`src/common/hm_pkg.sv`:
```
package hm_pkg;

  typedef logic [31:0] hm_word_t;
  typedef logic [63:0] hm_qword_t;
  typedef logic [8:0]  buf_index_t;
  typedef logic [3:0]  byte_en_t;
  typedef logic [9:0]  csr_offset_t;

  // Bus, device and function numbers
  typedef logic [15:0] requester_id_t;

  typedef enum logic [1:0] {
    HM_IDLE  = 2'd0,
    HM_SEND  = 2'd1,
    HM_RECV  = 2'd2,
    HM_WRITE = 2'd3
  } hm_state_e;

  // CSR offsets within the block
  localparam csr_offset_t CSR_STAT      = 10'd0;
  localparam csr_offset_t CSR_CTRL      = 10'd1;
  localparam csr_offset_t CSR_ADDR_LOW  = 10'd2;
  localparam csr_offset_t CSR_ADDR_HIGH = 10'd3;
  localparam csr_offset_t CSR_STATE     = 10'd8;
  localparam csr_offset_t CSR_DATA      = 10'd11;
  localparam csr_offset_t CSR_ID        = 10'd12;

  // STAT bits are write one to clear
  localparam int STAT_END        = 0;
  localparam int STAT_TX_TIMEOUT = 1;
  localparam int STAT_RX_TIMEOUT = 2;
  localparam int STAT_WR_TIMEOUT = 5;

  // CTRL bits
  localparam int CTRL_IRQ_EN      = 0;
  localparam int CTRL_START_READ  = 1;
  localparam int CTRL_START_WRITE = 2;
  localparam int CTRL_SNOOP       = 4;
  localparam int CTRL_OVERRIDE_ID = 5;

  // Read requests are aligned on a host page
  localparam int PAGE_BITS = 12;

endpackage

```
`src/sequencer/hm_sequencer.sv`:
```
module hm_sequencer #(
  parameter logic [31:0] timeout_cycles = 32'd64
) (
  input  logic              sys_clk,
  input  logic              sys_rst,

  input  logic              start_read_i,
  input  logic              start_write_i,
  input  hm_pkg::hm_qword_t host_addr_i,

  input  logic              tx_end_i,
  input  logic              rx_done_i,
  input  logic              wr_end_i,

  output logic              seq_busy_o,
  output hm_pkg::hm_state_e seq_state_o,
  output logic              done_o,
  output logic              tx_timeout_o,
  output logic              rx_timeout_o,
  output logic              wr_timeout_o,

  output logic              tx_start_o,
  output logic              wr_start_o,
  output hm_pkg::hm_qword_t engine_addr_o
);

  import hm_pkg::*;

  hm_state_e   state;
  logic [31:0] watchdog;
  logic        watchdog_expired;

  assign seq_state_o      = state;
  assign seq_busy_o       = state != HM_IDLE;
  assign watchdog_expired = watchdog == timeout_cycles;

  always_ff @(posedge sys_clk) begin
    if (sys_rst) begin
      state         <= HM_IDLE;
      watchdog      <= '0;
      done_o        <= 1'b0;
      tx_timeout_o  <= 1'b0;
      rx_timeout_o  <= 1'b0;
      wr_timeout_o  <= 1'b0;
      tx_start_o    <= 1'b0;
      wr_start_o    <= 1'b0;
      engine_addr_o <= '0;
    end else begin
      done_o       <= 1'b0;
      tx_timeout_o <= 1'b0;
      rx_timeout_o <= 1'b0;
      wr_timeout_o <= 1'b0;
      tx_start_o   <= 1'b0;
      wr_start_o   <= 1'b0;

      case (state)
        HM_IDLE: begin
          // Read has priority over write
          if (start_read_i) begin
            state         <= HM_SEND;
            tx_start_o    <= 1'b1;
            engine_addr_o <= {host_addr_i[63:PAGE_BITS], {PAGE_BITS{1'b0}}};
          end else if (start_write_i) begin
            state         <= HM_WRITE;
            wr_start_o    <= 1'b1;
            engine_addr_o <= host_addr_i;
          end
        end
        HM_SEND: begin
          if (tx_end_i) state <= HM_RECV;
        end
        HM_RECV: begin
          if (rx_done_i) begin
            state  <= HM_IDLE;
            done_o <= 1'b1;
          end
        end
        HM_WRITE: begin
          if (wr_end_i) begin
            state  <= HM_IDLE;
            done_o <= 1'b1;
          end
        end
      endcase

      // Watchdog overrides whatever the engine did this cycle
      if (state == HM_IDLE) begin
        watchdog <= '0;
      end else if (watchdog_expired) begin
        watchdog <= '0;
        state    <= HM_IDLE;
        case (state)
          HM_SEND:  tx_timeout_o <= 1'b1;
          HM_RECV:  rx_timeout_o <= 1'b1;
          HM_WRITE: begin
            wr_timeout_o <= 1'b1;
            done_o       <= 1'b1;
          end
          default:  ;
        endcase
      end else begin
        watchdog <= watchdog + 32'd1;
      end
    end
  end

endmodule
```
`config.mk`:
```
export PLATFORM = sky130hd
export DESIGN_NAME = hm_sequencer
export DESIGN_NICKNAME = d
export VERILOG_FILES = /design/src/common/hm_pkg.sv /design/src/sequencer/hm_sequencer.sv
export SDC_FILE = /design/constraint.sdc
export NUM_CORES = 1
export LEC_CHECK = 0
export BUFFER_PORTS_ARGS = -buffer_cell sky130_fd_sc_hd__buf_2
export CORE_UTILIZATION = 50
export CTS_BUF_LIST = sky130_fd_sc_hd__clkbuf_16
export CTS_CLUSTER_DIAMETER = 100
export DETAILED_ROUTE_END_ITERATION = 12
export GPL_ROUTABILITY_DRIVEN = 0
export HOLD_SLACK_MARGIN = 0.1
export PLACE_DENSITY_LB_ADDON = 0.3
export SETUP_SLACK_MARGIN = 0.05
export SLEW_MARGIN = 0
export SYNTH_ARGS = -nofsm -noshare
export SYNTH_HDL_FRONTEND = slang
export SYNTH_SLANG_ARGS = --single-unit
```
`constraint.sdc`:
```
create_clock -name sys_clk -period 3.4 [get_ports sys_clk]
set_clock_uncertainty 0.1 [all_clocks]
set_input_delay 0.68 -clock sys_clk [delete_from_list [all_inputs] [get_ports sys_clk]]
set_output_delay 0.68 -clock sys_clk [all_outputs]
set_load 0.05 [all_outputs]
```
======== Word-level counts from Yosys, hierarchy flattened ========
Index checks and enable logic that the tools add are counted.
cells by class
  div/mod/pow operators ................... 0
  muxes and demuxes ....................... 21
  $lt $le $gt $ge ......................... 0
  equality and inequality tests ........... 4
  shift-type cells ........................ 0
  $add $sub $neg .......................... 1
  bitwise gates (word level) .............. 2
  reduce and logical (&&, ||, !) cells .... 8
  multiply operators ...................... 0
operator list
  cell                     number
  $mux W64                 2
  $add A32 B1 Y32 const B  1
  $eq A32 B7 Y1 const B    1
  $mux W2                  7
  $mux W1                  10
  $reduce_or A3 Y1         3
  $pmux W2 S4              1
  $eq A2 B2 Y1 const B     2
  $reduce_bool A2 Y1       2
  $eq A2 B1 Y1 const B     1
  $logic_not A2 Y1         1
  $not A1 Y1               2
  $pmux W1 S2              1
  $reduce_and A2 Y1        1
  $reduce_or A2 Y1         1
storage, ports and cells
  register bits ........................... 104
  latch bits .............................. 0
  logic and storage cells ................. 45
  output and inout bits ................... 73
  memory bits (read-only) ................. 0
  memories ................................ 0
  memory bits (writable) .................. 0

======== Longest topological paths before layout ========
  depth in word-level cells ............... 5
  mapped depth ............................ 7
  mapped depth without buffers ............ 6

======== Worst setup path after synthesis ========
OpenSTA, ideal clock, no wires.
  path type ............................... register -> register
  start ................................... register state[0], in the netlist seq_state_o[0]
  end ..................................... register engine_addr_o[10]
  cell stages (with the launch flop) ...... 8
  required time ........................... 3.240 ns
  path slack .............................. 1.007 ns
  period minus slack after synthesis ...... 2.393 ns
  setup time .............................. 0.060 ns
  arrival ................................. 2.232 ns
  path buffers ............................ 2
  path through ............................ dfxtp_1 clkbuf_1 nor2_1 inv_1 nor2_1 nor2_1 clkbuf_1 a22o_1
on the way
  word-level cells in the longest chain between the ends .. 2
RTL lines
  what                                line                text
  start, declared                     hm_sequencer.sv:29  hm_state_e state;
  start signal, assigned              hm_sequencer.sv:39  state <= HM_IDLE;
  start signal, assigned              hm_sequencer.sv:60  state <= HM_SEND;
  start signal, assigned              hm_sequencer.sv:64  state <= HM_WRITE;
  $logic_not A2 Y1                    hm_sequencer.sv:56  case (state)
  $reduce_and A2 Y1 (no source line)  -
  end signal, assigned                hm_sequencer.sv:62  engine_addr_o <= {host_addr_i[63:PAGE_BITS], {PAGE_BITS{1'b0}}};
  end signal, assigned                hm_sequencer.sv:66  engine_addr_o <= host_addr_i;
  end, declared                       hm_sequencer.sv:24  output hm_pkg::hm_qword_t engine_addr_o
No other way between the ends.
A chain may end at the register's enable or synchronous reset.

======== Final worst setup path ========
  start ................................... register state[0], in the netlist seq_state_o[0]
  end ..................................... output port seq_busy_o
on the way
  word-level cells in the longest chain between the ends .. 1
RTL lines
  what                line                text
  $reduce_bool A2 Y1  hm_sequencer.sv:34  assign seq_busy_o = state != HM_IDLE;
  end, declared       hm_sequencer.sv:15  output logic seq_busy_o,
No other way between the ends.

==> flow_summary_export.csv <==
group,metric,value,unit
logic_synthesis,synth.distinct_cells,39,
worst_setup_path,crit_type,"register to output pin",
clock_tree,root_buffer,"clkbuf_16",
worst_hold_path,worstHoldEndpoint,"engine_addr_o[52]",
global_routing,antenna_found_initial,0,
detailed_routing,route.detailed.wl_per_inst,13.2,µm
place,port_buffers,143,
clock_tree,cts_max_path_buffers,2,
worst_hold_path,worstHoldStart,"engine_addr_o[52]",
clock_tree,cts_hold_buf,0,
worst_setup_path,endpoint_kind,"output pin",
pwr,pwr_density_cell,559,nW/µm²
sta,finalHoldViolCount,0,
sta,clock.fmax,427,MHz
floorplanning,die_area,8320,µm²
outcome,outcome,"finished clean",
detailed_routing,viasPerCell,5.25,
clock_tree,cts.sinks,104,
clock_tree,cts_resized,0,
final_layout,syn2layout_area_growth,26.6,%
worst_setup_path,path_max_fanout,9,
pwr,power,2.81,mW
floorplanning,rows,32,
logic_synthesis,synth-edff-count,0,
final_layout,antenna_cells,0,
floorplanning,initial_core_util,51.5,%
clock_tree,h-tree-depth,3,
pwr,ir_drop,0.354,mV
detailed_routing,drc_errors,0,
global_routing,grt_pass1_vias,3417,
worst_setup_path,regToRegEndpoint,"engine_addr_o[54]",
job,drv_cap,0,
worst_setup_path,required,2620,ps
logic_synthesis,async_flop_share,0,%
final_layout,post-route-util,65.2,%
logic_synthesis,ys_ff_latch,104,
worst_setup_path,cp-start-kind,"register",
worst_setup_path,cp_data_arrival_time,1560,ps
logic_synthesis,yosys_most_used_dff,"dfxtp_1",
logic_synthesis,syn_inst,467,
sta,setup_tns,0,ps
sta,whs,353,ps
pwr,leakage,2.14,nW
sta,post-route-period-util,68.8,%
sta,finalWorstSetupSlack,1060,ps
sta,worst_pin_slew,723,ps
sta,maxSlewViolCount,0,
worst_setup_path,r2r_setup_slack,1210,ps
detailed_routing,postRouteAntennaNets,0,
clock_tree,cts_setup_buffers,0,
logic_synthesis,synth_area,3980,µm²
clock_tree,clock_latency,340,ps
final_layout,drive_gt1_share,28.3,%
floorplanning,io_pins,144,
detailed_routing,routed_wl,9300,µm
detailed_routing,firstDrtPassIters,5,
place,preCtsSetupSlack,1200,ps
clock_tree,cts_buffers,9,
sta,max_slew_margin,51.6,%
sta,period_minus_slack,2340,ps
worst_hold_path,worstHoldPathCells,2,
worst_setup_path,r2r_cells,6,
global_routing,grt_start_max_net_pins,42,
floorplanning,die_h,91.2,µm
global_routing,grt_pass1_wl,15400,µm
global_routing,grt_usage,22.9,%
worst_setup_path,r2r_start,"seq_state_o[0]",
worst_setup_path,critPathLaunch,"seq_state_o[0]",
logic_synthesis,ys_seq_area_share,52.3,%
logic_synthesis,synth.avg_cell_area,8.52,µm²
floorplanning,die_w,91.2,µm
logic_synthesis,yosysWarningCount,0,
logic_synthesis,synth_nets,540,
final_layout,final_nets,673,
global_routing,gr-total-overflow,0,
clock_tree,cts_tree,"done",
floorplanning,core-area,7730,µm²
detailed_routing,drt_iter0_drc,148,
sta,rsz0062_at_grt,"false",
clock_tree,clkTransAtPathRegs,70,ps
place,place_hpwl,6640,µm
worst_hold_path,hold_path.class,"register to register",
sta,setup_viol,0,
detailed_routing,vias,3709,
==> cells in the mapped netlist (2+ instances only) <==
library cell	n	share of area [%]
and2_1	2	0.31
nand4_1	10	1.6
a22o_1	12	2.6
nand3_1	11	1.4
nor2_1	24	2.3
inv_1	9	0.85
and4_1	2	0.44
xor2_1	4	0.88
nor3_1	6	0.75
o31ai_1	10	1.9
and3_1	5	0.79
ha_1	2	0.63
nand2_1	111	10
buf_2	2	0.25
nor4_1	10	1.6
o21ai_0	5	0.63
xnor2_1	11	2.4
or3_1	5	0.79
or4_1	10	1.9
clkbuf_1	23	2.2
nor4b_1	2	0.44
a21oi_1	69	8.7
dfxtp_1	104	52
or3_4	2	0.57
o21ai_1	2	0.25
==> state kept, by name (all words and copies together), names as in the netlist <==
| register | count |
|---|---|
| watchdog | 32 |
| wr_start_o | 1 |
| rx_timeout_o | 1 |
| engine_addr_o | 64 |
| wr_timeout_o | 1 |
| tx_start_o | 1 |
| seq_state_o | 2 |
| tx_timeout_o | 1 |
| done_o | 1 |
==> cells in the final DEF, fill, tap and decap left out, types with 9 or more instances in the layout <==
cell type	instances
buf_2	143
nor4_1	10
clkbuf_16	9
nand4_1	10
dfxtp_1	104
a22o_1	12
xnor2_1	11
nand2_1	111
inv_1	9
nor2_1	23
a21oi_1	69
or4_1	10
o31ai_1	10
nand3_1	11
==> metrics by stage <==
stage,std cells,cell area [µm²]
after CTS,706,5040
after floorplan,467,3980
after global placement,691,4770
after global routing,706,5040
final,706,5040
after detailed placement,691,4770
==> per-layer routing <==
layer / GRT usage, % / up-vias / routed length, µm
met2: 36.9 / 115 / 4340
met5: 0 / - / 0
met1: 28.5 / 1700 / 4100
met4: 10.6 / 0 / 244
li1: - / 1876 / -
met3: 6.37 / 18 / 617
==> worst max-delay path: stages (launching register included) <==
cell	delay [ps]
dfxtp_1	390
nor2_1	360
inv_1	210
buf_2	260
==> where the power goes <==
group          switching (mW)  leakage [nW]  internal, mW  total [mW]
clock                   0.448         0.122         0.495       0.943
sequential             0.0374         0.849          1.29        1.32
combinational           0.410          1.17         0.138       0.549
==> kinds of logic after synthesis <==
group | Yosys count | share of synthesized area [%]
AOI/OAI and AO/OA | 102 | 14.9
DFF | 104 | 52.3
xor gates and xnor gates | 15 | 3.30
and+or+nand+nor | 206 | 24.6
adders and majority gates | 2 | 0.629
muxes | 1 | 0.252
buffers and inverters | 37 | 4.02
==> worst max path at each step <==
| stage | endpoint | depth (start not counted) | slack (ps) |
|---|---|---|---|
| floorplan | engine_addr_o[10] | 7 | 1010 |
| global placement | engine_addr_o[15] | 5 | 1260 |
| detailed placement | engine_addr_o[13] | 5 | 1200 |
| CTS | seq_busy_o | 3 | 1060 |
| global route | seq_busy_o | 3 | 1000 |
| finish | seq_busy_o | 3 | 1060 |
==> cell type report <==
cell class / instances / area [µm²]
repair buffers: 150 / 768
flip-flops and latches: 104 / 2080
fillers: 683 / 2690
well taps: 102 / 128
clock inverters: 6 / 43.8
clock buffers: 9 / 225
multi-input cells: 326 / 1760
inverters: 9 / 33.8
Power figures use the tool's default switching activity.
