### config.mk
export PLATFORM = sky130hd
export DESIGN_NAME = hm_csr_regs
export DESIGN_NICKNAME = d
export VERILOG_FILES = /design/src/common/hm_pkg.sv /design/src/logic/hm_csr_regs.sv
export SDC_FILE = /design/constraint.sdc
export NUM_CORES = 1
export LEC_CHECK = 0
export BUFFER_PORTS_ARGS = -buffer_cell sky130_fd_sc_hd__buf_4
export CORE_ASPECT_RATIO = 0.9
export CORE_MARGIN = 2
export CORE_UTILIZATION = 35
export CTS_CLUSTER_DIAMETER = 100
export DETAILED_ROUTE_END_ITERATION = 8
export PLACE_DENSITY = 0.57
export REMOVE_ABC_BUFFERS = 1
export SLEW_MARGIN = 20
export SYNTH_ARGS = -nofsm -noshare
export SYNTH_HDL_FRONTEND = slang
export SYNTH_SLANG_ARGS = --single-unit
### constraint.sdc
create_clock -name sys_clk -period 2.1 [get_ports sys_clk]
set_input_delay 0 -clock sys_clk [delete_from_list [all_inputs] [get_ports sys_clk]]
set_output_delay 0 -clock sys_clk [all_outputs]
set_load 0.005 [all_outputs]
### src/common/hm_pkg.sv
package hm_pkg;

  typedef logic [31:0] hm_word_t;
  typedef logic [63:0] hm_qword_t;
  typedef logic [8:0]  buf_index_t;
  typedef logic [3:0]  byte_en_t;
  typedef logic [9:0]  csr_offset_t;

  // Bus, device and function numbers
  typedef logic [15:0] requester_id_t;

  typedef enum logic [1:0] {
    HM_IDLE  = 2'd0,
    HM_SEND  = 2'd1,
    HM_RECV  = 2'd2,
    HM_WRITE = 2'd3
  } hm_state_e;

  // CSR offsets within the block
  localparam csr_offset_t CSR_STAT      = 10'd0;
  localparam csr_offset_t CSR_CTRL      = 10'd1;
  localparam csr_offset_t CSR_ADDR_LOW  = 10'd2;
  localparam csr_offset_t CSR_ADDR_HIGH = 10'd3;
  localparam csr_offset_t CSR_STATE     = 10'd8;
  localparam csr_offset_t CSR_DATA      = 10'd11;
  localparam csr_offset_t CSR_ID        = 10'd12;

  // STAT bits are write one to clear
  localparam int STAT_END        = 0;
  localparam int STAT_TX_TIMEOUT = 1;
  localparam int STAT_RX_TIMEOUT = 2;
  localparam int STAT_WR_TIMEOUT = 5;

  // CTRL bits
  localparam int CTRL_IRQ_EN      = 0;
  localparam int CTRL_START_READ  = 1;
  localparam int CTRL_START_WRITE = 2;
  localparam int CTRL_SNOOP       = 4;
  localparam int CTRL_OVERRIDE_ID = 5;

  // Read requests are aligned on a host page
  localparam int PAGE_BITS = 12;

endpackage

### src/logic/hm_csr_regs.sv
module hm_csr_regs #(
  parameter logic [3:0] csr_block = 4'h0
) (
  input  logic                  sys_clk,
  input  logic                  sys_rst,

  input  logic [13:0]           csr_a_i,
  input  logic                  csr_we_i,
  input  hm_pkg::hm_word_t      csr_di_i,
  output hm_pkg::hm_word_t      csr_do_o,

  input  logic                  seq_busy_i,
  input  hm_pkg::hm_state_e     seq_state_i,
  input  logic                  done_i,
  input  logic                  tx_timeout_i,
  input  logic                  rx_timeout_i,
  input  logic                  wr_timeout_i,

  input  logic [7:0]            cfg_bus_number_i,
  input  logic [4:0]            cfg_device_number_i,
  input  logic [2:0]            cfg_function_number_i,

  output logic                  start_read_o,
  output logic                  start_write_o,
  output hm_pkg::hm_qword_t     host_addr_o,
  output hm_pkg::hm_word_t      host_data_o,
  output logic                  snoop_o,
  output hm_pkg::requester_id_t requester_id_o,
  output logic                  irq_o
);

  import hm_pkg::*;

  logic          csr_selected;
  csr_offset_t   csr_offset;
  logic          event_end;
  logic          event_tx_timeout;
  logic          event_rx_timeout;
  logic          event_wr_timeout;
  logic          irq_en;
  logic          override_id;
  requester_id_t oid;
  hm_word_t      stat_word;
  hm_word_t      ctrl_word;

  assign csr_selected = csr_a_i[13:10] == csr_block;
  assign csr_offset   = csr_a_i[9:0];

  assign requester_id_o = override_id ? oid :
    {cfg_bus_number_i, cfg_device_number_i, cfg_function_number_i};

  assign irq_o = irq_en & (event_end | event_tx_timeout | event_rx_timeout |
    event_wr_timeout);

  always_comb begin
    stat_word = '0;
    stat_word[STAT_END]        = event_end;
    stat_word[STAT_TX_TIMEOUT] = event_tx_timeout;
    stat_word[STAT_RX_TIMEOUT] = event_rx_timeout;
    stat_word[STAT_WR_TIMEOUT] = event_wr_timeout;
    ctrl_word = '0;
    ctrl_word[CTRL_IRQ_EN]      = irq_en;
    ctrl_word[CTRL_START_READ]  = start_read_o;
    ctrl_word[CTRL_START_WRITE] = start_write_o;
    ctrl_word[CTRL_SNOOP]       = snoop_o;
    ctrl_word[CTRL_OVERRIDE_ID] = override_id;
  end

  always_ff @(posedge sys_clk) begin
    if (sys_rst) begin
      csr_do_o         <= '0;
      start_read_o     <= 1'b0;
      start_write_o    <= 1'b0;
      event_end        <= 1'b0;
      event_tx_timeout <= 1'b0;
      event_rx_timeout <= 1'b0;
      event_wr_timeout <= 1'b0;
      irq_en           <= 1'b0;
      override_id      <= 1'b0;
      snoop_o          <= 1'b1;
      host_addr_o      <= '0;
      host_data_o      <= '0;
      oid              <= '0;
    end else begin
      csr_do_o      <= '0;
      start_read_o  <= 1'b0;
      start_write_o <= 1'b0;
      if (csr_selected) begin
        case (csr_offset)
          CSR_STAT:      csr_do_o <= stat_word;
          CSR_CTRL:      csr_do_o <= ctrl_word;
          CSR_ADDR_LOW:  csr_do_o <= host_addr_o[31:0];
          CSR_ADDR_HIGH: csr_do_o <= host_addr_o[63:32];
          CSR_STATE:     csr_do_o <= {30'b0, seq_state_i};
          CSR_DATA:      csr_do_o <= host_data_o;
          CSR_ID:        csr_do_o <= {16'b0, oid};
          default:       csr_do_o <= '0;
        endcase
        if (csr_we_i) begin
          case (csr_offset)
            CSR_STAT: begin
              // Events stay put while a transfer runs
              if (!seq_busy_i) begin
                if (csr_di_i[STAT_END])        event_end        <= 1'b0;
                if (csr_di_i[STAT_TX_TIMEOUT]) event_tx_timeout <= 1'b0;
                if (csr_di_i[STAT_RX_TIMEOUT]) event_rx_timeout <= 1'b0;
                if (csr_di_i[STAT_WR_TIMEOUT]) event_wr_timeout <= 1'b0;
              end
            end
            CSR_CTRL: begin
              if (!seq_busy_i) begin
                irq_en <= csr_di_i[CTRL_IRQ_EN];
              end
              start_read_o  <= csr_di_i[CTRL_START_READ];
              start_write_o <= csr_di_i[CTRL_START_WRITE];
              snoop_o       <= csr_di_i[CTRL_SNOOP];
              override_id   <= csr_di_i[CTRL_OVERRIDE_ID];
            end
            CSR_ADDR_LOW:  host_addr_o[31:0]  <= csr_di_i;
            CSR_ADDR_HIGH: host_addr_o[63:32] <= csr_di_i;
            CSR_DATA:      host_data_o        <= csr_di_i;
            CSR_ID:        oid                <= csr_di_i[15:0];
            default:       ;
          endcase
        end
      end
      // A new event wins over a clear in the same cycle
      if (done_i)       event_end        <= 1'b1;
      if (tx_timeout_i) event_tx_timeout <= 1'b1;
      if (rx_timeout_i) event_rx_timeout <= 1'b1;
      if (wr_timeout_i) event_wr_timeout <= 1'b1;
    end
  end

endmodule

==> Word-level counts from Yosys, hierarchy flattened <==
Cells that the tools add are included.
{ "totals": {"ff_bits": 153, "out_inout_bits": 148, "elab_cells": 88} }
{ "classes": {"eq_ne": 10, "n_mux": 26, "n_bitwise": 8, "n_reduce_logical": 30} }
{ "ops": {"columns": ["op", "count"], "rows": [
  ["one-hot mux 32 bit (7 select lines)", 1],
  ["nonzero test 2 bit", 16],
  ["== test 10 x 4 -> 1 bit, second input constant", 3],
  ["2-to-1 mux 1 bit", 24],
  ["== test 10 x 2 -> 1 bit, second input constant", 2],
  ["AND reduction 5 bit", 4],
  ["2-to-1 mux 16 bit", 1],
  ["AND reduction 3 bit", 5],
  ["== test 10 x 1 -> 1 bit, second input constant", 1],
  ["zero test 10 bit", 1],
  ["!= test 2 x 1 -> 1 bit, second input constant", 4],
  ["zero test 4 bit", 1],
  ["NOT 1 bit", 4],
  ["AND reduction 4 bit", 1],
  ["OR reduction 4 bit", 1],
  ["OR 1 bit", 3],
  ["OR reduction 2 bit", 1],
  ["bitwise AND 1 bit", 1]
]} }

==> Longest topological paths before layout <==
{ "logic_depth": {"word_depth": 6, "depth_mapped": 7, "mapped_depth_nobuf": 4} }

==> Worst setup path before layout <==
No wires, ideal clock.
{ "synth_timing": {"kind": "input to register", "startpoint": "in csr_a_i[11]", "endpoint": "reg host_data_o[21]", "t_arrival_ns": 1.627, "required_ns": 1.968, "slack_ns": 0.341, "path_stages": 7, "n_path_buf": 3, "cell_sequence": "or4_4 -> buf_6 -> or4_4 -> buf_6 -> buf_6 -> o21ai_1 -> a21oi_1"} }
{ "synth_between": {"elab_chain_cells": 2} }
{ "synth_lines": {"columns": ["element", "line", "rtl"], "rows": [
  ["start, declared", "hm_csr_regs.sv:7", "input logic [13:0] csr_a_i,"],
  ["zero test 4 bit", "hm_csr_regs.sv:46", "assign csr_selected = csr_a_i[13:10] == csr_block;"],
  ["AND reduction 3 bit (no line)", null, null],
  ["end signal, assigned", "hm_csr_regs.sv:121", "CSR_DATA: host_data_o <= csr_di_i;"],
  ["end, declared", "hm_csr_regs.sv:26", "output hm_pkg::hm_word_t host_data_o,"]
]} }
Every way passes these cells.
A chain may end at the register's enable or synchronous reset.

==> Worst setup path after layout <==
{ "layout_timing": {"startpoint": "in csr_a_i[11]", "endpoint": "reg event_wr_timeout"} }
{ "layout_between": {"elab_chain_cells": 3} }
{ "layout_lines": {"columns": ["element", "line", "rtl"], "rows": [
  ["zero test 4 bit", "hm_csr_regs.sv:46", null],
  ["nonzero test 2 bit (no line)", null, null],
  ["AND reduction 5 bit (no line)", null, null],
  ["end signal, assigned", "hm_csr_regs.sv:77", "event_wr_timeout <= 1'b0;"],
  ["end signal, assigned", "hm_csr_regs.sv:107", "if (csr_di_i[STAT_WR_TIMEOUT]) event_wr_timeout <= 1'b0;"],
  ["end signal, assigned", "hm_csr_regs.sv:131", "if (wr_timeout_i) event_wr_timeout <= 1'b1;"],
  ["end, declared", "hm_csr_regs.sv:39", "logic event_wr_timeout;"]
]} }
Every way passes these cells.

==> key figures <==
Setup path
  • CP max-delay cell: or4_4
  • Crit Reg-Reg Endpoint: event_wr_timeout
  • Most used cell, CP: or4_4
  • CP Cell Sequence: buf_4, or4_4, or4_4, nor3_4, a311oi_1, dlygate4sd3_1
  • Crit-path max cell delay: 0.66 ns
  • Worst Path Arrival: 2.34 ns
  • Worst Reg2Reg Path Length in Cells: 3
  • CP Max Fanout: 14
  • CP Buf/Inv Count: 2
  • CP Capture Type: register
  • WP data required: 2.41 ns
  • Startpoint types: primary input
  • Critical path type: in2reg
  • Delay-heaviest family, CP: simple AND/OR/NAND/NOR gates
  • FF-to-FF setup slack: 0.80 ns
  • Worst R2R Start: event_wr_timeout

Worst hold path
  • Min-delay src: csr_a_i[2]
  • Hold Crit Depth: 3
  • Hold EP: csr_do_o[1]
  • Hold Crit Class: in2reg

Cells and area
  • Fin cells: 1273
  • N_diodes: 0
  • Layout cells sized above 1: 0.337
  • Area of the multi-input gates: 3140 sq um
  • Finished Cell Area: 9610 sq um
  • Fillers: 1769
  • Synthesis-to-finish area growth: 48.2%
  • Register area: 3060 sq um
  • Final nets: 1087

Outcome
  • Status: completed

Logic synthesis
  • Post-synth EDFFs: 0
  • Synth Area in Simple Gates: 0.191
  • Post-Syn Instances: 765
  • Compound-Gate Fraction of Synth Area: 0.196
  • Largest family of logic cells by synthesized area: compound AO/OA/AOI/OAI gates
  • Adder-cell share of the synthesized area: 0
  • Synth cell types: 48
  • Post-Synth XOR/XNOR Area: 0
  • Commonest register cell after synthesis: dfxtp_1
  • Synth Cell Area: 6490 sq um
  • FF+latch count, synth: 153
  • Avg Inst Size Synth: 8.48 sq um
  • Seq/Total Area, Yosys: 0.472
  • Synth warn: 0
  • Fraction of registers with async set/reset: 0
  • Mux share of post-synthesis cell area: 0.0893

Global routing
  • First-pass GRT wire length: 35900 um
  • Total grt overflow: 0
  • GRT Resource Usage Total: 0.234
  • Number of global-route vias before repair: 6334
  • Largest net degree at the start of global routing: 61
  • Initial antenna violation count: 0

Clock tree
  • CTS Buf Count: 17
  • Max clock buf depth: 2
  • Later-pin clock latency in the skew report: 0.42 ns
  • Reg clk slew, reported paths: 0.06 ns
  • CTS tree: yes
  • H-Tree Depth: 4
  • Clock Tree Root: clkbuf_16
  • CTS sink count: 153

Power
  • VDD IR max: 0.536 mV
  • Pwr/cell area: 686 nW/um^2
  • Leak: 0.00373 uW

STA
  • Final Setup Violations: 0
  • Final period util: 0.967
  • Final Hold Fails: 0
  • RSZ-0062 raised after global routing: false
  • FMAX: 0.492 GHz
  • Post-route minimum period: 2.03 ns
  • Worst-margin pin slew: 0.689 ns
  • Worst relative slew slack: 0.541
  • Clock skew: 0.00717 ns
  • Max Slew Vio Count: 0

Placement
  • Placed cell count: 1197
  • I/O Buffers: 219
  • Routability cong.: 0.762
  • Placement Cell Area: 8540 sq um
  • Detailed Place HPWL: 15300 um

Detailed routing
  • DRT met1 WL: 10700 um
  • First drt pass iteration count: 5
  • Via density per instance: 5.27
  • Met2 wire len: 11100 um
  • DRT iter0 DRCs: 431
  • Final ANT Viol Nets: 0
  • Via count: 6712
  • WL final: 23600 um
  • Drt wl/cell: 18.5 um
  • Top layer used by detailed routing: met4
  • Residual DRC: 0
  • Met3 WL: 1610 um

Floorplan
  • # IOs: 220
  • Die ar.: 19600 sq um
  • Site row count: 47
  • Horiz. Die Dim: 148 um
  • Core Region: 18300 sq um
  • Initial core utilization: 0.355
  • Die H: 133 um

Run
  • Max-cap violations: 0
[repair_timing]
| item | CTS | global route |
|---|---|---|
| gates resized for setup | 0 | 3 |
| hold buffers | 45 | 0 |
| setup buffers | 0 | 0 |
| hold endpoints to repair | 121 | 0 |
| setup endpoints to repair | 0 | 4 |
[flip-flops by register name, summed over array words and instances (netlist names)]
register          cells
override_id           1
csr_do_o             32
host_addr_o          64
snoop_o               1
event_tx_timeout      1
oid                  16
start_write_o         1
event_end             1
event_wr_timeout      1
host_data_o          32
start_read_o          1
irq_en                1
event_rx_timeout      1
[final cells by class]
cell class | count | area share
clock inverters | 13 | 0.0176
inverters | 3 | 0.00117
well taps | 245 | 0.0319
multi-input cells | 536 | 0.326
clock buffers | 19 | 0.0471
flip-flops and latches | 153 | 0.319
repair buffers | 304 | 0.257
[tightest hold or removal path, stage by stage]
cell      delay, ns
buf_4          0.09
buf_4          0.22
a221oi_1       0.10
[cells in the mapped netlist (all sizes together) (3+ instances only)]
master	instances	area, sq um
o21ai	49	245
nand2	134	503
nor2b	5	31.3
clkbuf	41	154
o22a	11	96.3
nor2	38	143
mux2i	14	140
dfxtp	153	3060
nand3	56	280
a21oi	114	571
mux2	35	394
a311oi	5	43.8
inv	3	11.3
nor3	4	36.3
or4	7	60.1
a22oi	28	210
buf	32	176
nor4	6	62.6
[through the flow]
stage,TNS [ns],util,total power (uW),setup WS (ns),hold WS [ns]
after floorplan,-76.76,-,3060,-1.01,0.0691
after global placement,0,0.467,3350,0.106,0.274
after detailed placement,0,0.467,3350,0.0966,0.276
after CTS,0,0.525,6630,0.0283,0.0311
after global routing,0,0.526,6790,0.00827,0.0445
final,0,0.526,6600,0.0693,0.0461
[worst max-delay path by stage]
stage	from	end	depth (start not counted)
4_1_cts	csr_a_i[5]	host_addr_o[22]	7
3_3_place_gp	csr_a_i[5]	host_addr_o[10]	6
6_report	csr_a_i[11]	event_wr_timeout	6
2_1_floorplan	csr_a_i[5]	host_data_o[0]	4
5_1_grt	csr_a_i[11]	event_tx_timeout	6
3_5_place_dp	csr_a_i[5]	host_addr_o[14]	6
[where the power goes]
part           switching [uW]  internal (uW)
sequential               4.90           2910
clock                    1300           1950
combinational             216            227
total                    1520           5080
[cell families (layout without fill, tap and decap cells)]
family | after synthesis | in the layout
AOI/OAI and AO/OA | 219 | 219
buffers and inverters | 76 | 339
DFF | 153 | 153
muxes | 51 | 51
and+or+nand+nor | 266 | 266
[layout by cell type, fill, tap and decap left out, types with 2 or more instances in the layout]
cell	count
mux4_2	2
a22oi_1	28
nand4_1	2
clkbuf_8	2
clkinvlp_4	3
mux2i_1	14
o21ai_0	39
o21ai_1	10
nor3b_1	2
buf_4	252
clkinv_2	2
nand3_1	56
or2_2	2
inv_1	3
nor2_1	38
nor4_4	3
clkinv_4	3
nor4_1	2
a31oi_1	2
clkbuf_16	17
nand3b_1	2
bufinv_16	3
nand2_1	134
or4_4	4
o22a_1	11
dlygate4sd3_1	45
a21oi_1	114
mux2_2	35
nor2b_1	5
dfxtp_1	153
or4_2	3
buf_12	6
a311oi_1	5
nor3_1	2
nand4b_1	2
a221oi_1	2
[routing by layer]
metal  vias to the layer above  GRT usage
met5                         -          0
met4                         0     0.0486
met3                        15     0.0579
met2                       240      0.378
met1                      3252      0.319
li1                       3205          -
Note: power is estimated with default switching activity, not from simulation.
