File: config.mk
export PLATFORM = sky130hd
export DESIGN_NAME = hm_buffer_window
export DESIGN_NICKNAME = d
export VERILOG_FILES = /design/src/common/hm_pkg.sv /design/src/buffer/hm_buffer_window.sv
export SDC_FILE = /design/constraint.sdc
export NUM_CORES = 1
export LEC_CHECK = 0
export BUFFER_PORTS_ARGS = -buffer_cell sky130_fd_sc_hd__buf_4
export CORE_AREA = 4 4 131 133
export CTS_CLUSTER_DIAMETER = 100
export DETAILED_ROUTE_END_ITERATION = 10
export DIE_AREA = 0 0 135 137
export HOLD_SLACK_MARGIN = 0.06
export PLACE_DENSITY = 0.47
export REMOVE_ABC_BUFFERS = 1
export SKIP_LAST_GASP = 1
export SYNTH_ARGS = -nofsm -noshare
export SYNTH_HDL_FRONTEND = slang
export SYNTH_SLANG_ARGS = --single-unit
File: constraint.sdc
create_clock -name sys_clk -period 0.95 [get_ports sys_clk]
set_input_delay 0.19 -clock sys_clk [delete_from_list [all_inputs] [get_ports sys_clk]]
set_output_delay 0.19 -clock sys_clk [all_outputs]
set_load 0.03 [all_outputs]
File: src/common/hm_pkg.sv
package hm_pkg;

  typedef logic [31:0] hm_word_t;
  typedef logic [63:0] hm_qword_t;
  typedef logic [8:0]  buf_index_t;
  typedef logic [3:0]  byte_en_t;
  typedef logic [9:0]  csr_offset_t;

  // Bus, device and function numbers
  typedef logic [15:0] requester_id_t;

  typedef enum logic [1:0] {
    HM_IDLE  = 2'd0,
    HM_SEND  = 2'd1,
    HM_RECV  = 2'd2,
    HM_WRITE = 2'd3
  } hm_state_e;

  // CSR offsets within the block
  localparam csr_offset_t CSR_STAT      = 10'd0;
  localparam csr_offset_t CSR_CTRL      = 10'd1;
  localparam csr_offset_t CSR_ADDR_LOW  = 10'd2;
  localparam csr_offset_t CSR_ADDR_HIGH = 10'd3;
  localparam csr_offset_t CSR_STATE     = 10'd8;
  localparam csr_offset_t CSR_DATA      = 10'd11;
  localparam csr_offset_t CSR_ID        = 10'd12;

  // STAT bits are write one to clear
  localparam int STAT_END        = 0;
  localparam int STAT_TX_TIMEOUT = 1;
  localparam int STAT_RX_TIMEOUT = 2;
  localparam int STAT_WR_TIMEOUT = 5;

  // CTRL bits
  localparam int CTRL_IRQ_EN      = 0;
  localparam int CTRL_START_READ  = 1;
  localparam int CTRL_START_WRITE = 2;
  localparam int CTRL_SNOOP       = 4;
  localparam int CTRL_OVERRIDE_ID = 5;

  // Read requests are aligned on a host page
  localparam int PAGE_BITS = 12;

endpackage

File: src/buffer/hm_buffer_window.sv
module hm_buffer_window (
  input  logic               sys_clk,
  input  logic               sys_rst,

  input  logic [31:0]        wb_adr_i,
  input  hm_pkg::hm_word_t   wb_dat_i,
  input  hm_pkg::byte_en_t   wb_sel_i,
  input  logic               wb_cyc_i,
  input  logic               wb_stb_i,
  input  logic               wb_we_i,
  output hm_pkg::hm_word_t   wb_dat_o,
  output logic               wb_ack_o,

  input  hm_pkg::hm_qword_t  hm_addr_i,
  output hm_pkg::hm_qword_t  hm_data_o,

  input  hm_pkg::hm_word_t   bank_rd_lo_i,
  input  hm_pkg::hm_word_t   bank_rd_hi_i,
  output hm_pkg::buf_index_t bank_index_o,
  output hm_pkg::hm_word_t   bank_wdata_o,
  output hm_pkg::byte_en_t   bank_we_lo_o,
  output hm_pkg::byte_en_t   bank_we_hi_o
);

  import hm_pkg::*;

  logic     wb_en;
  logic     in_buf;
  logic     buf_write;
  byte_en_t sel_swapped;
  logic     in_buf_q;
  logic     bank_hi_q;
  hm_word_t rd_word;

  // Host side is big endian and Wishbone little endian
  function automatic hm_word_t swap_bytes(hm_word_t w);
    return {w[7:0], w[15:8], w[23:16], w[31:24]};
  endfunction

  assign wb_en     = wb_cyc_i & wb_stb_i;
  assign in_buf    = ~wb_adr_i[13] & ~wb_adr_i[12];
  assign buf_write = wb_en & wb_we_i & in_buf;

  assign sel_swapped = {wb_sel_i[0], wb_sel_i[1], wb_sel_i[2], wb_sel_i[3]};

  // Wishbone takes the port when it is active
  assign bank_index_o = wb_en ? wb_adr_i[11:3] : hm_addr_i[11:3];
  assign bank_wdata_o = swap_bytes(wb_dat_i);

  assign bank_we_lo_o = (buf_write & ~wb_adr_i[2]) ? sel_swapped : '0;
  assign bank_we_hi_o = (buf_write &  wb_adr_i[2]) ? sel_swapped : '0;

  assign hm_data_o = {bank_rd_hi_i, bank_rd_lo_i};

  // Region and bank of the access, kept for the ack cycle
  always_ff @(posedge sys_clk) begin
    if (sys_rst) begin
      in_buf_q  <= 1'b0;
      bank_hi_q <= 1'b0;
    end else if (wb_en) begin
      in_buf_q  <= in_buf;
      bank_hi_q <= wb_adr_i[2];
    end
  end

  assign rd_word  = bank_hi_q ? bank_rd_hi_i : bank_rd_lo_i;
  assign wb_dat_o = in_buf_q ? swap_bytes(rd_word) : '0;

  always_ff @(posedge sys_clk) begin
    if (sys_rst) begin
      wb_ack_o <= 1'b0;
    end else begin
      wb_ack_o <= wb_en & ~wb_ack_o;
    end
  end

endmodule

# Word-level counts from Yosys, hierarchy flattened
# Cells that the tools add are included.
word_totals:
  in_bits: 201
  register_bits: 3
classes:
  n_bitwise: 11
  muxes: 5
ops:
  columns: ["operator", "count"]
  rows:
  - ["two-way mux 32 bit", 2]
  - ["two-way mux 9 bit", 1]
  - ["two-way mux 4 bit", 2]
  - ["bitwise AND 1 bit", 7]
  - ["inverter 1 bit", 4]

# Longest topological paths before layout
# Gate-level depths: netlist (run 1).
depth:
  depth_word: 5
  mapped_depth: 4

# Worst setup path after synthesis (run 1)
# No wires, ideal clock.
synth_path:
  kind: "register -> output"
  start: "reg bank_hi_q"
  end: "out wb_dat_o[10]"
  required_ps: 760
  stages_incl_launch_ff: 5
  path_slack_ps: -359
  arrival_time_ps: 1119
  path_buffers: 2
  cell_sequence: "dfxtp_1 > buf_6 > buf_6 > mux2i_1 > nor2b_1"
synth_between:
  elab_chain_len: 2
synth_lines:
  columns: ["element", "line_no", "rtl"]
  rows:
  - ["start: declaration", "hm_buffer_window.sv:32", "logic bank_hi_q;"]
  - ["start signal: assignment", "hm_buffer_window.sv:62", "bank_hi_q <= wb_adr_i[2];"]
  - ["two-way mux 32 bit", "hm_buffer_window.sv:66", "assign rd_word = bank_hi_q ? bank_rd_hi_i : bank_rd_lo_i;"]
  - ["two-way mux 32 bit", "hm_buffer_window.sv:67", "assign wb_dat_o = in_buf_q ? swap_bytes(rd_word) : '0;"]
  - ["end: declaration", "hm_buffer_window.sv:11", "output hm_pkg::hm_word_t wb_dat_o,"]
# No other way between the ends.

# Final worst setup path (run 1)
layout_path:
  start: "reg bank_hi_q"
  end: "out wb_dat_o[17]"
# Same word-level chain as after synthesis.

==> flow_metrics.env, run 1 <==
export IMPL_status="complete, but fails checks"
export IMPL_violations="negative setup slack"
export IMPL_areaGrowthSynthToFinish_pct=94.38
export IMPL_grt_overflow_total=0
export IMPL_h_tree_depth=1
export IMPL_worst_slack_ps=-500.6
export IMPL_wl_um=10520
export IMPL_setup_violations=49
export IMPL_routedWlPerCell_um=19.58
export IMPL_synthDominantCellAreaShare=0.4496
export IMPL_whs_path_depth=2
export IMPL_syn_area_um2=1603
export IMPL_antenna_found_initial=0
export IMPL_cts_tree="yes"
export IMPL_criticalPathCategory="reg2out"
export IMPL_first_pass_iters=4
export IMPL_avgViaCountPerCell=3.277
export IMPL_route_vias_total=1760
export IMPL_finalHoldViolations=0
export IMPL_grt_pass1_wl_um=12950
export IMPL_drive_gt1_frac=0.7726
export IMPL_rsz0062_at_grt="true"
export IMPL_crit_path_end_kind="primary output"
export IMPL_grt_usage=0.1003
export IMPL_cts_buffers=3
export IMPL_cp_max_fo=7
export IMPL_ys_types=19
export IMPL_synthCells=198
export IMPL_power_w=0.002268
export IMPL_grt_max_degree=33
export IMPL_synth_area_top_cells="buf_4 45%, mux2i_1 20%, nor2b_1 12%"
export IMPL_insertion_delay_ps=220
export IMPL_globalRouteMet2Util=0.1273
export IMPL_critPathArrivalTime_ps=1260
export IMPL_die_h_um=137
export IMPL_stdcell_area_um2=3115
export IMPL_maxCapViolations=0
export IMPL_cts_root_buf="clkbuf_16"
export IMPL_met3_usage=0.1110
export IMPL_worstMarginPinSlew_ps=169.9
export IMPL_cts_clk_slew_worst_paths_ps=30
export IMPL_crit_chain="buf_12 -> buf_16 -> mux2i_1 -> nor2b_1 -> buf_4"
export IMPL_initial_utilization=0.1013
export IMPL_drcViolationCount=0
export IMPL_required_ps=760
export IMPL_max_clock_freq_mhz=689.4
export IMPL_finalWeightedCongestion=0.6950
export IMPL_synth_area_leader_cell="buf_4"
export IMPL_clock_skew_ps=0
export IMPL_r2r_cells=2
export IMPL_finalCritPeriodShare=1.527
export IMPL_hp_class="in2reg"
export IMPL_finalMaxSlewViolations=0
export IMPL_drtAntennaViolNets=0
export IMPL_grt_pass1_vias=1833
export IMPL_relSlewSlack=0.8864
export IMPL_drt_initial_drc_count=40
export IMPL_critPathMaxStageDelay_ps=370
export IMPL_place_area_um2=2720
export IMPL_diodes=0
export IMPL_slowest_stage="dfxtp_4"
export IMPL_die_w_um=135
export IMPL_grt_busiest_layer="met2"
export IMPL_cellPowerDensity_nw_per_um2=728.1
export IMPL_std_cell_rows=46
export IMPL_final_nets=523
export IMPL_ys_seq_area_frac=0.03747
export IMPL_synth_area_per_cell_um2=8.095
export IMPL_io_pins=347
export IMPL_peakVddDrop_mv=0.4924
export IMPL_portBuffers=207
export IMPL_ys_seq_elements=3
export IMPL_start_kind="register"
export IMPL_core_area_um2=15830
export IMPL_cts_max_path_buffers=2
export IMPL_period_needed_ps=1451
export IMPL_use_met1=0.1125
export IMPL_ys_warn_count=0
export IMPL_dp_hpwl_um=9022
export IMPL_p_leak_nw=1.505
export IMPL_cts_sinks=3
export IMPL_die_area_um2=18500
layout by cell type (no fill, tap or decap):
master	instances
nand3_1	1
a21oi_1	2
clkbuf_16	3
and3_1	1
nor2b_1	32
mux2i_2	1
clkbuf_1	1
nor3_1	1
buf_6	19
buf_12	5
dfxtp_4	1
a21bo_2	1
buf_4	195
a21bo_1	1
mux2_4	9
buf_16	2
and4b_2	1
nand2_8	2
and3_4	7
mux2i_1	31
dfxtp_1	2
nand4bb_1	1
nor2_4	1
and4_4	1
worst paths after layout:
check	startpoint	end	slack, ps
setup / recovery	bank_hi_q	wb_dat_o[17]	-500
hold / removal	sys_rst	bank_hi_q	150
setup reg to reg	in_buf_q	in_buf_q	140
hold reg to reg	wb_ack_o	wb_ack_o	440
power breakdown:
part,internal (W),switching [W],leakage [nW]
Clock,0.000553,0.000109,0.0382
Combinational,0.000719,0.000750,1.44
Sequential,0.000131,0.00000602,0.0252
Total,0.00140,0.000865,1.51
per-stage QoR:
step	hold slack, ps	instances	setup TNS [ps]	utilization	setup WS [ps]
after floorplan	259.1	95	-38910	-	-1184
after global placement	378.3	525	-10830	0.1719	-267.9
after detailed placement	376.4	525	-11980	0.1719	-311.2
after CTS	148.0	537	-17290	0.1962	-522.5
after global routing	163.9	537	-19060	0.1968	-591.2
final	150.5	537	-16780	0.1968	-500.6
worst max-delay path, delay by kind of cell, from the launching register on:
family,cells,cell delay (ps)
buffers and inverters,3,420
and+or+nand+nor,1,60
DFF,1,370
muxes,1,180
state kept, by name, summed over array words and instances (netlist names):
register	cells
bank_hi_q	1
in_buf_q	1
wb_ack_o	1
cell families after synthesis:
| logic type | after synthesis | synth area share |
|---|---|---|
| buffers and inverters | 103 | 0.4902 |
| AND/OR/NAND/NOR | 47 | 0.1905 |
| multiplexers | 41 | 0.2631 |
| AO/OA/AOI/OAI | 4 | 0.01874 |
| flip-flops | 3 | 0.03747 |
area by class of cell:
| cell class | instances | area (um2) |
|---|---|---|
| tap | 216 | 270.3 |
| sequential | 3 | 63.81 |
| multi-input combinational | 93 | 869.6 |
| timing repair buffer | 221 | 1833 |
| fill | 1771 | 12710 |
| clock buffer | 4 | 78.83 |
timing repair:
item / CTS / global route
gates resized for setup: 48 / 4
hold buffers: 0 / 0
cloned: 3 / 0
buffers inserted: 5 / 1
endpoints found under the setup margin: 49 / 49
hold endpoints to repair: 0 / 0
pin swaps: 11 / 1
routing by layer:
layer	vias to the layer above	wire, um
met5	-	88
met3	4	2493
met2	167	4127
li1	808	-
met4	2	30
met1	779	3776
cells in the mapped netlist:
| cell type | count |
|---|---|
| buf_4 | 96 |
| mux2i_1 | 32 |
| and4b_1 | 1 |
| nor2_1 | 1 |
| nand4bb_1 | 1 |
| a21bo_2 | 1 |
| nand3_1 | 1 |
| a21bo_1 | 1 |
| nor3_1 | 1 |
| nor2b_1 | 32 |
| dfxtp_1 | 3 |
| and4_1 | 1 |
| mux2_2 | 9 |
| nand2_4 | 1 |
| clkbuf_1 | 3 |
| and3_1 | 8 |
| buf_12 | 1 |
| a21oi_1 | 2 |
| buf_6 | 3 |
(Power assumes the default switching activity.)
==> run 2, diff against run 1 <==
--- a/config.mk
+++ b/config.mk
@@ -12,6 +12,7 @@
 export DIE_AREA = 0 0 135 137
 export HOLD_SLACK_MARGIN = 0.06
 export PLACE_DENSITY = 0.47
+export RECOVER_POWER = 50
 export REMOVE_ABC_BUFFERS = 1
 export SKIP_LAST_GASP = 1
 export SYNTH_ARGS = -nofsm -noshare
==> run 2 against run 1 <==
  * The flow still finishes with violations (negative setup slack)
  * Critical path depth unchanged
  * Final area down 2.0%
  * Count of clock-buffer cells in the layout unchanged
  * Combinational power is essentially flat
  * Via count rose by 0.11%
  * First-iteration DRC count shrank 2.5%
  * Final cell count stayed put
  * Clock skew did not move
  * Global-route usage unchanged
  * Largest cell class unchanged
  * Largest power group unchanged
  * Highest routed layer unchanged
==> flow_metrics.env, run 2 (synthesis results as in run 1) <==
export IMPL_setup_violations=49
export IMPL_route_vias_total=1762
export IMPL_std_cell_rows=46
export IMPL_grt_usage=0.1003
export IMPL_die_h_um=137
export IMPL_grt_overflow_total=0
export IMPL_cts_root_buf="clkbuf_16"
export IMPL_dp_slack_ps=-311.2
export IMPL_insertion_delay_ps=220
export IMPL_cts_clk_slew_worst_paths_ps=30
export IMPL_cts_max_path_buffers=2
export IMPL_portBuffers=207
export IMPL_dp_hpwl_um=9022
export IMPL_drtAntennaViolNets=0
export IMPL_first_pass_iters=4
export IMPL_finalMaxSlewViolations=0
export IMPL_crit_path_end_kind="primary output"
export IMPL_holdBufCountCts=0
export IMPL_cts_tree="yes"
export IMPL_clock_skew_ps=0
export IMPL_worstMarginPinSlew_ps=392.5
export IMPL_period_needed_ps=1451
export IMPL_final_nets=523
export IMPL_cts_buffers=3
export IMPL_violations="negative setup slack"
export IMPL_diodes=0
export IMPL_max_clock_freq_mhz=689.3
export IMPL_cellPowerDensity_nw_per_um2=732.8
export IMPL_finalCritPeriodShare=1.527
export IMPL_wl_um=10540
export IMPL_rsz0062_at_grt="true"
export IMPL_antenna_found_initial=0
export IMPL_worst_slack_ps=-500.7
export IMPL_initial_utilization=0.1013
export IMPL_fillers=1791
export IMPL_h_tree_depth=1
export IMPL_criticalPathCategory="reg2out"
export IMPL_relSlewSlack=0.7394
export IMPL_peakVddDrop_mv=0.4924
export IMPL_top_regs="bank_hi_q: 1 flops, in_buf_q: 1 flops, wb_ack_o: 1 flops"
export IMPL_finalHoldViolations=0
export IMPL_drcViolationCount=0
export IMPL_drive_gt1_frac=0.7196
export IMPL_status="complete, but fails checks"
export IMPL_io_pins=347
export IMPL_grt_pass1_wl_um=12950
export IMPL_final_cell_mix="178 x buf_4, 32 x nor2b_1, 31 x mux2i_1"
export IMPL_required_ps=760
export IMPL_areaGrowthSynthToFinish_pct=90.40
export IMPL_drt_initial_drc_count=39
export IMPL_core_area_um2=15830
export IMPL_routedWlPerCell_um=19.62
export IMPL_cts_sinks=3
export IMPL_maxCapViolations=0
export IMPL_die_w_um=135
export IMPL_grt_pass1_vias=1833
export IMPL_grt_max_degree=33
export IMPL_hp_class="in2reg"
export IMPL_start_kind="register"
export IMPL_avgViaCountPerCell=3.281
export IMPL_critPathArrivalTime_ps=1260
export IMPL_finalWeightedCongestion=0.6950
export IMPL_finalSetupTns_ps=-16790
export IMPL_die_area_um2=18500
export IMPL_cp_max_fo=7
export IMPL_p_leak_nw=1.444
export IMPL_final_common_cell="buf_4"
## run 2: cell count changes in the layout (fill, tap and decap cells not counted), sizes merged
cell    delta
buf       -17
clkbuf    +17
## run 2: stage by stage
stage	hold slack (ps)	std cells	instance area (um2)	total power, W	util
finish	150.5	537	3052	0.002236	0.1928
CTS	148.0	537	3105	0.002302	0.1962
floorplan	259.1	95	817.0	0.0004432	-
detailed placement	376.4	525	2720	0.001483	0.1719
global placement	378.3	525	2720	0.001479	0.1719
global route	163.9	537	3052	0.002353	0.1928
## run 2: cell type report
type / instances / area (um2) / share of cell area
tap: 216 / 270.3 / 0.08856
multi-input combinational: 93 / 869.6 / 0.2850
clock buffer: 4 / 78.83 / 0.02583
timing repair buffer: 221 / 1769 / 0.5797
sequential: 3 / 63.81 / 0.02091
## run 2: what timing repair did
action                     CTS  global route
pin swaps                   11             1
setup endpoints to repair   49            49
gates cloned                 3             0
hold endpoints to repair     0             0
gates resized for setup     48             4
buffers inserted             5             1
## run 2: worst max-delay path: stages (launching register included)
cell     delay, ps
dfxtp_4        370
buf_12         130
buf_16         130
mux2i_1        180
nor2b_1         60
buf_4          160
## run 2: layer usage
layer / track usage / part of all wire / vias up
met3: 0.1110 / 0.24 / 4
li1: - / - / 809
met2: 0.1273 / 0.39 / 167
met1: 0.1125 / 0.36 / 780
met5: 0.04444 / 0.0084 / -
met4: 0.01008 / 0.0028 / 2
## run 2: path summary, 6_finish.rpt
path | cells after the start | endpoint | slack (ps) | from
worst max-delay path | 5 | wb_dat_o[17] | -500 | bank_hi_q
worst min-delay path | 2 | bank_hi_q | 150 | sys_rst
worst max register to register | 2 | in_buf_q | 140 | in_buf_q
worst min register to register | 1 | wb_ack_o | 440 | wb_ack_o
## run 2: report_power, final
group          switching, W  total [W]  internal (W)
registers        0.00000602   0.000137      0.000131
clock network      0.000109   0.000662      0.000553
logic              0.000750    0.00144      0.000687
total              0.000865    0.00224       0.00137
